==> config.mk <==
export PLATFORM = sky130hd
export DESIGN_NAME = mempipe
export DESIGN_NICKNAME = d
export VERILOG_FILES = /design/src/logic/mem_pkg.sv /design/src/logic/flq_entry_if.sv /design/src/logic/gen_arbiter.sv /design/src/logic/fillq_entry.sv /design/src/logic/fillq.sv /design/src/logic/mem_tags.sv /design/src/logic/mempipe.sv
export SDC_FILE = /design/constraint.sdc
export NUM_CORES = 1
export LEC_CHECK = 0
export BUFFER_PORTS_ARGS = -buffer_cell sky130_fd_sc_hd__buf_4
export CAP_MARGIN = 20
export CORE_MARGIN = 8
export CORE_UTILIZATION = 60
export DETAILED_ROUTE_END_ITERATION = 8
export PLACE_DENSITY = 0.83
export SLEW_MARGIN = 10
export SYNTH_ARGS = -nofsm -noshare
export SYNTH_HDL_FRONTEND = slang
export SYNTH_HIERARCHICAL = 1
export SYNTH_SLANG_ARGS = --single-unit
==> constraint.sdc <==
create_clock -name clk -period 7.52 [get_ports clk]
set_input_delay 1.504 -clock clk [delete_from_list [all_inputs] [get_ports clk]]
set_output_delay 1.504 -clock clk [all_outputs]
set_load 0.03 [all_outputs]
==> src/logic/mem_pkg.sv <==
package mem_pkg;

    // Fill queue sizing and modeled memory delay
    localparam int FLQ_NUM_ENTRIES = 4;
    localparam int FILL_LATENCY    = 8;

    // Address split is tag | index | offset
    localparam int PADDR_BITS  = 16;
    localparam int INDEX_BITS  = 4;
    localparam int OFFSET_BITS = 4;
    localparam int TAG_BITS    = 8;

    typedef logic [PADDR_BITS-1:0]              t_paddr;
    typedef logic [3:0]                         t_req_id;
    typedef logic [$clog2(FLQ_NUM_ENTRIES)-1:0] t_flq_id;
    typedef logic [TAG_BITS-1:0]                t_tag;
    typedef logic [INDEX_BITS-1:0]              t_index;

    typedef enum logic {
        ARB_LOAD,
        ARB_FILL
    } t_arb_type;

    // Decision taken at mm5
    typedef enum logic [2:0] {
        ACT_NONE,
        ACT_HIT,
        ACT_MISS_ALLOC,
        ACT_MISS_FULL,
        ACT_FILL
    } t_mempipe_action;

    typedef enum logic [1:0] {
        RESP_HIT,
        RESP_FILLED,
        RESP_RETRY
    } t_resp_status;

    // Packet travelling down the pipe
    typedef struct packed {
        t_arb_type arb_type;
        t_paddr    addr;
        t_req_id   id;
        t_flq_id   flq_id;
    } t_mempipe_arb;

    // Captured by a fill queue entry on allocation
    typedef struct packed {
        t_paddr  paddr;
        t_req_id alloc_id;
    } t_flq_static;

endpackage

==> src/logic/flq_entry_if.sv <==
interface flq_entry_if;
    import mem_pkg::*;

    logic         alloc;
    t_flq_static  alloc_static;
    logic         busy;
    // req holds with a stable req_pkt until gnt
    logic         req;
    t_mempipe_arb req_pkt;
    logic         gnt;

    modport queue (
        output alloc, alloc_static, gnt,
        input  busy, req, req_pkt
    );

    modport entry (
        input  alloc, alloc_static, gnt,
        output busy, req, req_pkt
    );

endinterface

==> src/logic/gen_arbiter.sv <==
module gen_arbiter (
    input  logic                                     clk,
    input  logic                                     reset,
    input  logic [mem_pkg::FLQ_NUM_ENTRIES-1:0]      int_req_valids,
    input  mem_pkg::t_mempipe_arb                    int_req_pkts [mem_pkg::FLQ_NUM_ENTRIES],
    output logic [mem_pkg::FLQ_NUM_ENTRIES-1:0]      int_gnts,
    output logic                                     ext_req_valid,
    output mem_pkg::t_mempipe_arb                    ext_req_pkt,
    input  logic                                     ext_gnt
);
    import mem_pkg::*;

    t_flq_id ff_idx;

    // Lowest numbered requester wins
    always_comb begin
        ff_idx = '0;
        for (int i = FLQ_NUM_ENTRIES - 1; i >= 0; i--) begin
            if (int_req_valids[i]) begin
                ff_idx = t_flq_id'(i);
            end
        end
    end

    assign ext_req_valid = int_req_valids[ff_idx];
    assign ext_req_pkt   = int_req_pkts[ff_idx];

    // Grant goes back to the winner only
    always_comb begin
        int_gnts         = '0;
        int_gnts[ff_idx] = ext_gnt && ext_req_valid;
    end

endmodule

==> src/logic/fillq_entry.sv <==
module fillq_entry (
    input  logic                  clk,
    input  logic                  reset,
    input  mem_pkg::t_flq_id      id,
    flq_entry_if.entry            ent,
    input  logic                  pipe_valid_mm5,
    input  mem_pkg::t_mempipe_arb pipe_req_pkt_mm5
);
    import mem_pkg::*;

    typedef enum logic [1:0] {
        IDLE,
        WAIT_MEM,
        REQ_PIPE,
        IN_PIPE
    } t_flq_state;

    typedef logic [$clog2(FILL_LATENCY+1)-1:0] t_delay;

    t_flq_state  state;
    t_delay      delay_cnt;
    t_flq_static miss;
    logic        own_fill_mm5;

    // Our FILL packet has reached the tag array
    assign own_fill_mm5 = pipe_valid_mm5
                       && (pipe_req_pkt_mm5.arb_type == ARB_FILL)
                       && (pipe_req_pkt_mm5.flq_id == id);

    always_ff @(posedge clk) begin
        if (reset) begin
            state     <= IDLE;
            delay_cnt <= '0;
        end else begin
            case (state)
                IDLE: begin
                    if (ent.alloc) begin
                        state     <= WAIT_MEM;
                        delay_cnt <= t_delay'(FILL_LATENCY);
                    end
                end
                WAIT_MEM: begin
                    // Last wait cycle when one count remains
                    delay_cnt <= delay_cnt - 1'b1;
                    if (delay_cnt == t_delay'(1)) begin
                        state <= REQ_PIPE;
                    end
                end
                REQ_PIPE: begin
                    if (ent.gnt) begin
                        state <= IN_PIPE;
                    end
                end
                IN_PIPE: begin
                    if (own_fill_mm5) begin
                        state <= IDLE;
                    end
                end
                default: state <= IDLE;
            endcase
        end
    end

    // Miss details latched at allocation
    always_ff @(posedge clk) begin
        if (state == IDLE && ent.alloc) begin
            miss <= ent.alloc_static;
        end
    end

    assign ent.busy = (state != IDLE);
    assign ent.req  = (state == REQ_PIPE);

    always_comb begin
        ent.req_pkt.arb_type = ARB_FILL;
        ent.req_pkt.addr     = miss.paddr;
        ent.req_pkt.id       = miss.alloc_id;
        ent.req_pkt.flq_id   = id;
    end

endmodule

==> src/logic/fillq.sv <==
module fillq (
    input  logic                  clk,
    input  logic                  reset,
    input  logic                  flq_alloc_mm5,
    input  mem_pkg::t_mempipe_arb pipe_req_pkt_mm5,
    input  logic                  pipe_valid_mm5,
    output logic                  pipe_req,
    output mem_pkg::t_mempipe_arb pipe_req_pkt,
    input  logic                  pipe_gnt,
    output logic                  flq_full
);
    import mem_pkg::*;

    logic [FLQ_NUM_ENTRIES-1:0] e_busy;
    logic [FLQ_NUM_ENTRIES-1:0] e_alloc;
    logic [FLQ_NUM_ENTRIES-1:0] e_req;
    logic [FLQ_NUM_ENTRIES-1:0] e_gnt;
    t_mempipe_arb               e_req_pkt [FLQ_NUM_ENTRIES];
    t_flq_static                alloc_static_mm5;

    flq_entry_if ent_if [FLQ_NUM_ENTRIES] ();

    // First free entry takes the miss
    always_comb begin
        logic found;
        found   = 1'b0;
        e_alloc = '0;
        for (int e = 0; e < FLQ_NUM_ENTRIES; e++) begin
            if (flq_alloc_mm5 && !e_busy[e] && !found) begin
                e_alloc[e] = 1'b1;
                found      = 1'b1;
            end
        end
    end

    always_comb begin
        alloc_static_mm5.paddr    = pipe_req_pkt_mm5.addr;
        alloc_static_mm5.alloc_id = pipe_req_pkt_mm5.id;
    end

    assign flq_full = &e_busy;

    gen_arbiter pipe_arb (
        .clk,
        .reset,
        .int_req_valids ( e_req        ),
        .int_req_pkts   ( e_req_pkt    ),
        .int_gnts       ( e_gnt        ),
        .ext_req_valid  ( pipe_req     ),
        .ext_req_pkt    ( pipe_req_pkt ),
        .ext_gnt        ( pipe_gnt     )
    );

    for (genvar e = 0; e < FLQ_NUM_ENTRIES; e++) begin : g_entries
        assign ent_if[e].alloc        = e_alloc[e];
        assign ent_if[e].alloc_static = alloc_static_mm5;
        assign ent_if[e].gnt          = e_gnt[e];
        assign e_busy[e]              = ent_if[e].busy;
        assign e_req[e]               = ent_if[e].req;
        assign e_req_pkt[e]           = ent_if[e].req_pkt;

        fillq_entry entry (
            .clk,
            .reset,
            .id               ( t_flq_id'(e) ),
            .ent              ( ent_if[e]    ),
            .pipe_valid_mm5,
            .pipe_req_pkt_mm5
        );
    end

endmodule

==> src/logic/mem_tags.sv <==
module mem_tags (
    input  logic                     clk,
    input  logic                     reset,
    input  logic                     pipe_valid_mm5,
    input  mem_pkg::t_mempipe_arb    pipe_req_pkt_mm5,
    input  logic                     flq_full,
    output mem_pkg::t_mempipe_action pipe_action_mm5,
    output logic                     flq_alloc_mm5
);
    import mem_pkg::*;

    logic [2**INDEX_BITS-1:0] tag_valid;
    t_tag                     tag_array [2**INDEX_BITS];

    t_index index_mm5;
    t_tag   tag_mm5;
    logic   hit_mm5;

    // Offset bits are ignored, one tag per line
    assign index_mm5 = pipe_req_pkt_mm5.addr[OFFSET_BITS +: INDEX_BITS];
    assign tag_mm5   = pipe_req_pkt_mm5.addr[OFFSET_BITS + INDEX_BITS +: TAG_BITS];
    assign hit_mm5   = tag_valid[index_mm5] && (tag_array[index_mm5] == tag_mm5);

    always_comb begin
        pipe_action_mm5 = ACT_NONE;
        if (pipe_valid_mm5) begin
            if (pipe_req_pkt_mm5.arb_type == ARB_FILL) begin
                pipe_action_mm5 = ACT_FILL;
            end else if (hit_mm5) begin
                pipe_action_mm5 = ACT_HIT;
            end else if (flq_full) begin
                // No entry left, requester must try again
                pipe_action_mm5 = ACT_MISS_FULL;
            end else begin
                pipe_action_mm5 = ACT_MISS_ALLOC;
            end
        end
    end

    assign flq_alloc_mm5 = (pipe_action_mm5 == ACT_MISS_ALLOC);

    always_ff @(posedge clk) begin
        if (reset) begin
            tag_valid <= '0;
        end else if (pipe_action_mm5 == ACT_FILL) begin
            tag_valid[index_mm5] <= 1'b1;
        end
    end

    // Fill replaces whatever line the set held
    always_ff @(posedge clk) begin
        if (pipe_action_mm5 == ACT_FILL) begin
            tag_array[index_mm5] <= tag_mm5;
        end
    end

endmodule

==> src/logic/mempipe.sv <==
module mempipe (
    input  logic                  clk,
    input  logic                  reset,
    input  logic                  req_valid,
    output logic                  req_ready,
    input  mem_pkg::t_paddr       req_addr,
    input  mem_pkg::t_req_id      req_id,
    output logic                  resp_valid,
    output mem_pkg::t_req_id      resp_id,
    output mem_pkg::t_resp_status resp_status
);
    import mem_pkg::*;

    logic            pipe_req;
    t_mempipe_arb    pipe_req_pkt;
    logic            pipe_gnt;
    logic            flq_full;
    logic            flq_alloc_mm5;
    t_mempipe_action pipe_action_mm5;

    logic            pipe_valid_mm0;
    t_mempipe_arb    pipe_req_pkt_mm0;
    logic [5:1]      stage_valid;
    t_mempipe_arb    stage_pkt [1:5];
    logic            pipe_valid_mm5;
    t_mempipe_arb    pipe_req_pkt_mm5;

    // mm0 arbitration, fills always win
    assign pipe_gnt       = pipe_req;
    assign req_ready      = !pipe_req;
    assign pipe_valid_mm0 = pipe_req || req_valid;

    always_comb begin
        if (pipe_req) begin
            pipe_req_pkt_mm0 = pipe_req_pkt;
        end else begin
            pipe_req_pkt_mm0.arb_type = ARB_LOAD;
            pipe_req_pkt_mm0.addr     = req_addr;
            pipe_req_pkt_mm0.id       = req_id;
            pipe_req_pkt_mm0.flq_id   = '0;
        end
    end

    // mm1 to mm5, no stalls
    always_ff @(posedge clk) begin
        if (reset) begin
            stage_valid <= '0;
        end else begin
            stage_valid <= {stage_valid[4:1], pipe_valid_mm0};
        end
    end

    always_ff @(posedge clk) begin
        stage_pkt[1] <= pipe_req_pkt_mm0;
        for (int s = 2; s <= 5; s++) begin
            stage_pkt[s] <= stage_pkt[s-1];
        end
    end

    assign pipe_valid_mm5   = stage_valid[5];
    assign pipe_req_pkt_mm5 = stage_pkt[5];

    mem_tags tags (
        .clk,
        .reset,
        .pipe_valid_mm5,
        .pipe_req_pkt_mm5,
        .flq_full,
        .pipe_action_mm5,
        .flq_alloc_mm5
    );

    fillq flq (
        .clk,
        .reset,
        .flq_alloc_mm5,
        .pipe_req_pkt_mm5,
        .pipe_valid_mm5,
        .pipe_req,
        .pipe_req_pkt,
        .pipe_gnt,
        .flq_full
    );

    // Response straight off mm5, an allocating miss stays silent
    always_comb begin
        resp_valid  = 1'b0;
        resp_status = RESP_HIT;
        case (pipe_action_mm5)
            ACT_HIT: begin
                resp_valid  = 1'b1;
                resp_status = RESP_HIT;
            end
            ACT_FILL: begin
                resp_valid  = 1'b1;
                resp_status = RESP_FILLED;
            end
            ACT_MISS_FULL: begin
                resp_valid  = 1'b1;
                resp_status = RESP_RETRY;
            end
            default: begin
                resp_valid = 1'b0;
            end
        endcase
    end

    assign resp_id = pipe_req_pkt_mm5.id;

endmodule

**Word level (Yosys, flattened, before mapping)**

Memories as Yosys holds them, arrays and structs flattened.
Cells that the tools add are included.

- Flip-flop bits (word level): 125
- Memory bits (writable): 243
- Input port bits: 23
- Output and inout port bits: 8
- Word-level logic and storage cells: 181
- Memories: 2

- Add/subtract/negate cells: 4
- Order comparisons: 5
- Equal/unequal tests: 40
- Multiplexer cells: 58
- Bitwise logic cells: 3
- Reduce and logical (&&, ||, !) cells: 51

Memory list:

| memory | words | width | read ports | clocked after Yosys merged registers in | wr ports | line | RTL |
|---|---|---|---|---|---|---|---|
| tags.tag_array | 16 | 8 | 1 | 0 | 1 | mem_tags.sv:13 | `t_tag tag_array [2**INDEX_BITS];` |
| stage_pkt | 5 | 23 | 5 | 0 | 5 | mempipe.sv:24 | `t_mempipe_arb stage_pkt [1:5];` |

Operators with widths:

| cell | number |
|---|---|
| $mux W23 | 3 |
| $bmux W23 S2 | 1 |
| $mux W2 | 20 |
| $pmux W2 S4 | 4 |
| $pmux W4 S2 | 4 |
| $ne A2 B2 Y1 const B | 12 |
| $eq A2 B2 Y1 const B | 10 |
| $reduce_and A4 Y1 | 5 |
| $logic_and A1 B1 Y1 | 19 |
| $eq A4 B1 Y1 const B | 4 |
| $mux W4 | 4 |
| $or A16 B16 Y16 | 1 |
| $reduce_bool A2 Y1 | 8 |
| $sub A4 B1 Y4 const B | 4 |
| $mux W1 | 14 |
| $eq A2 B1 Y1 const B | 5 |
| $logic_not A2 Y1 | 5 |
| $mux W3 | 3 |
| $eq A8 B8 Y1 | 1 |
| $logic_not A1 Y1 | 8 |
| $ne A2 B1 Y1 const B | 4 |
| $reduce_and A2 Y1 | 4 |
| $eq A3 B2 Y1 const B | 2 |
| $lt A4 B5 Y1 const B | 1 |
| other kinds (15) | 15 |

**Logic depth before layout (Yosys ltp)**

An unclocked memory read counts as a cell.

- Word-level depth: 21
- Gate-level depth with buffers: 16
- Depth with buffers taken out: 13

**Cells and area by module**

Netlist, hierarchy kept.

By module, submodules not included:

| module | instances | cells each | area an instance (µm²) | sequential area each (µm²) |
|---|---|---|---|---|
| mem_tags | 1 | 309 | 5,759.3 | 4,164.0 |
| fillq_entry | 4 | 74 | 1,046.0 | 720.7 |
| mempipe | 1 | 161 | 2,836.5 | 2,402.3 |
| gen_arbiter | 1 | 120 | 825.8 | 0.0 |
| fillq | 1 | 10 | 60.1 | 0.0 |

**Worst setup path before layout**

OpenSTA, ideal clock, no wires.

- Path type: register to output
- Start point: reg stage_pkt[0][102] (netlist name)
- End point: out resp_valid
- Data arrival time: 3.095 ns
- Required time: 6.016 ns
- Slack: 2.921 ns
- Stages on the path, launching flop included: 10
- Path buffers: 1
- Cells stage by stage: dfxtp_1 buf_6 mux4_1 mux4_2 xnor2_1 nand4_1 a21oi_2 o21ba_1 nor3b_1 a21o_1

RTL lines:

| item | line | RTL |
|---|---|---|
| end, declared | mempipe.sv:8 | `output logic resp_valid,` |

==> reports/qor.yml <==
sta:
  setup_viol: 0
  period_share_pct: 74.31
  worstMarginPinSlew_ns: 1.106
  slew-limit-headroom_pct: 26.01
  fin_setup_tns_ns: 0
  fin_crit_ns: 5.588
  rsz0062_at_grt: "no"
  drv_slew: 0
  fmax_mhz: 179.0
  clock_skew_ns: 0.01136
  hold_viol_final: 0
logic_synthesis:
  synth_area_per_cell_sq_um: 15.02
  yosysWarnings: 6
  syn_inst: 840
  synth_area_sq_um: 12620
finish:
  regArea_sq_um: 8571
  area_delta_synth_final_pct: 10.76
  utilization_pct: 67.12
  final_nets: 920
  antennaDiodeCount: 0
  nFillCells: 1370
  final_area_sq_um: 13980
  multiInputGateArea_sq_um: 3531
  drive_gt1_share_pct: 18.04
detailed_routing:
  ant_nets: 0
  detail_route.iter0.violations: 563
  vias_per_cell: 5.793
  vias: 6795
  drtPass1Iterations: 5
  routedWlPerCell_um: 21.05
  post-route-drc-count: 0
  wl_um: 24690
worst_setup_path:
  rr_worst_depth: 10
  r2r_start: "stage_pkt[0][102]$_DFF_P_"
  max_stage_delay_ns: 0.65
  timing.critical_path.mode_cell: "buf_4"
  cp-end-kind: "output port"
  rr_endpoint: "flq/g_entries[2].entry/ent.req_pkt[16]$_DFFE_PP_"
  criticalPathCategory: "reg2out"
  startpoint_type: "register"
  required_ns: 6.02
  ff2ff_setup_slack_ns: 3.03
  critPathLaunch: "stage_pkt[0][102]$_DFF_P_"
  crit_fanout: 25
  cp_data_arrival_time_ns: 4.08
  critPathSlowestCell: "mux4_1"
  crit_chain: "buf_4 -> mux4_1 -> mux4_2 -> xnor2_1 -> nand4_1 -> a21oi_2 -> nor2_1 -> nor3b_1 -> a21o_1 -> buf_4"
worst_hold_path:
  min_to: "stage_pkt[0][87]$_DFF_P_"
  min_path_cells: 0
  hold_path.class: "reg2reg"
  hp-start: "stage_pkt[0][64]$_DFF_P_"
power:
  powerDensity_nw_per_um2: 274.0
  p_leak_uw: 0.005131
  finalPower_uw: 3829
  vdd_drop_max_v: 0.0002044
placed_design:
  place_area_sq_um: 12910
  gp_congestion: 0.7472
  hpwl_um: 14330
  numPortBuffers: 26
clock_network:
  cts_tree: "done"
  htreeDepth: 1
  hold_buffers: 0
  cts_resized: 0
  cts_num_sinks: 332
  cts_setup_buffers: 0
  clkLatencyLatePin_ns: 0.55
  cts_max_path_buffers: 3
  path_clk_slew_ns: 0.06
  cts-buffers-inserted: 31
  cts-root-buf: "clkbuf_16"
global_route:
  first_global_vias: 6874
  grt_max_degree: 44
  grtUsageTotal_pct: 18.72
  antenna_found_initial: 0
  gr-total-overflow: 0
  grt_pass1_wl_um: 38210
floorplan:
  io_pins: 31
  die_h_um: 161.0
  die_w_um: 161.0
  start_util_pct: 60.60
  fp-row-count: 53
  core_area_sq_um: 20820
  die_area_sq_um: 25930
run_status:
  outcome: "complete, no violations"
run:
  maxCapViolCount: 0
==> cells in the final DEF, fill, tap and decap left out, drive strengths merged, types with 9 or more instances in the layout <==
cell type and n:
nand2b 13, conb 20, dfxtp 140, o21ai 12
clkbuf 40, nand3 9, nor2b 11, a221o 23
mux4 29, inv 61, a22o 19, mux2 26
ha 24, nand2 28, nor2 53, buf 36
a21oi 28, xnor2 20, edfxtp 192, mux2i 24
nor3 11
==> where the power goes <==
group,internal (uW),total [uW],switching (uW)
clock,878,1550,677
combinational,105,220,116
sequential,1990,2050,63.1
==> critical path: cells and delay by family, from the launching register on <==
kind	cells	cell delay, ns
flip-flops	1	0.64
buffers and inverters	2	0.64
AND/OR/NAND/NOR	3	0.48
XOR/XNOR	1	0.19
multiplexers	2	1.15
AO/OA/AOI/OAI	2	0.39
==> layout make-up <==
| type | instances | area share, % |
|---|---|---|
| clock buffers | 40 | 6.338 |
| clock inverters | 18 | 1.083 |
| inverters | 54 | 1.450 |
| multi-input cells | 418 | 25.26 |
| flip-flops and latches | 332 | 61.32 |
| well taps | 275 | 2.462 |
| repair buffers | 36 | 2.077 |
==> worst max-delay path by stage <==
| stage | to | slack [ns] |
|---|---|---|
| 5_1_grt | resp_valid | 1.71 |
| 4_1_cts | resp_valid | 1.91 |
| 2_1_floorplan | resp_valid | 2.92 |
| 6_report | resp_valid | 1.93 |
| 3_5_place_dp | resp_valid | 2.54 |
| 3_3_place_gp | resp_valid | 2.69 |
==> state kept, by name (all words and copies together) (netlist names) <==
register                         count
flq/g_entries.entry/ent.req_pkt     64
tags/tag_array                     128
tags/tag_valid                      16
flq/g_entries.entry/delay_cnt       16
stage_pkt                           95
flq/g_entries.entry/state            8
stage_valid                          5
==> layer usage <==
metal / vias up / track usage (%) / share of wire [%]
met1: 3362 / 24.11 / 40
met2: 277 / 32.09 / 51
li1: 3110 / - / -
met4: 0 / 5.471 / 2.1
met5: - / 0 / 0
met3: 46 / 3.232 / 7.1
==> metrics by stage <==
| step | hold WS [ns] | setup slack, ns | cells |
|---|---|---|---|
| finish | 0.3225 | 1.932 | 1173 |
| CTS | 0.3204 | 1.911 | 1172 |
| global route | 0.3197 | 1.706 | 1173 |
| detailed placement | 0.3121 | 2.542 | 1114 |
| floorplan | 0.3096 | 2.921 | 854 |
| global placement | 0.3095 | 2.689 | 1114 |
No activity file was read; power rests on OpenSTA's default activity.
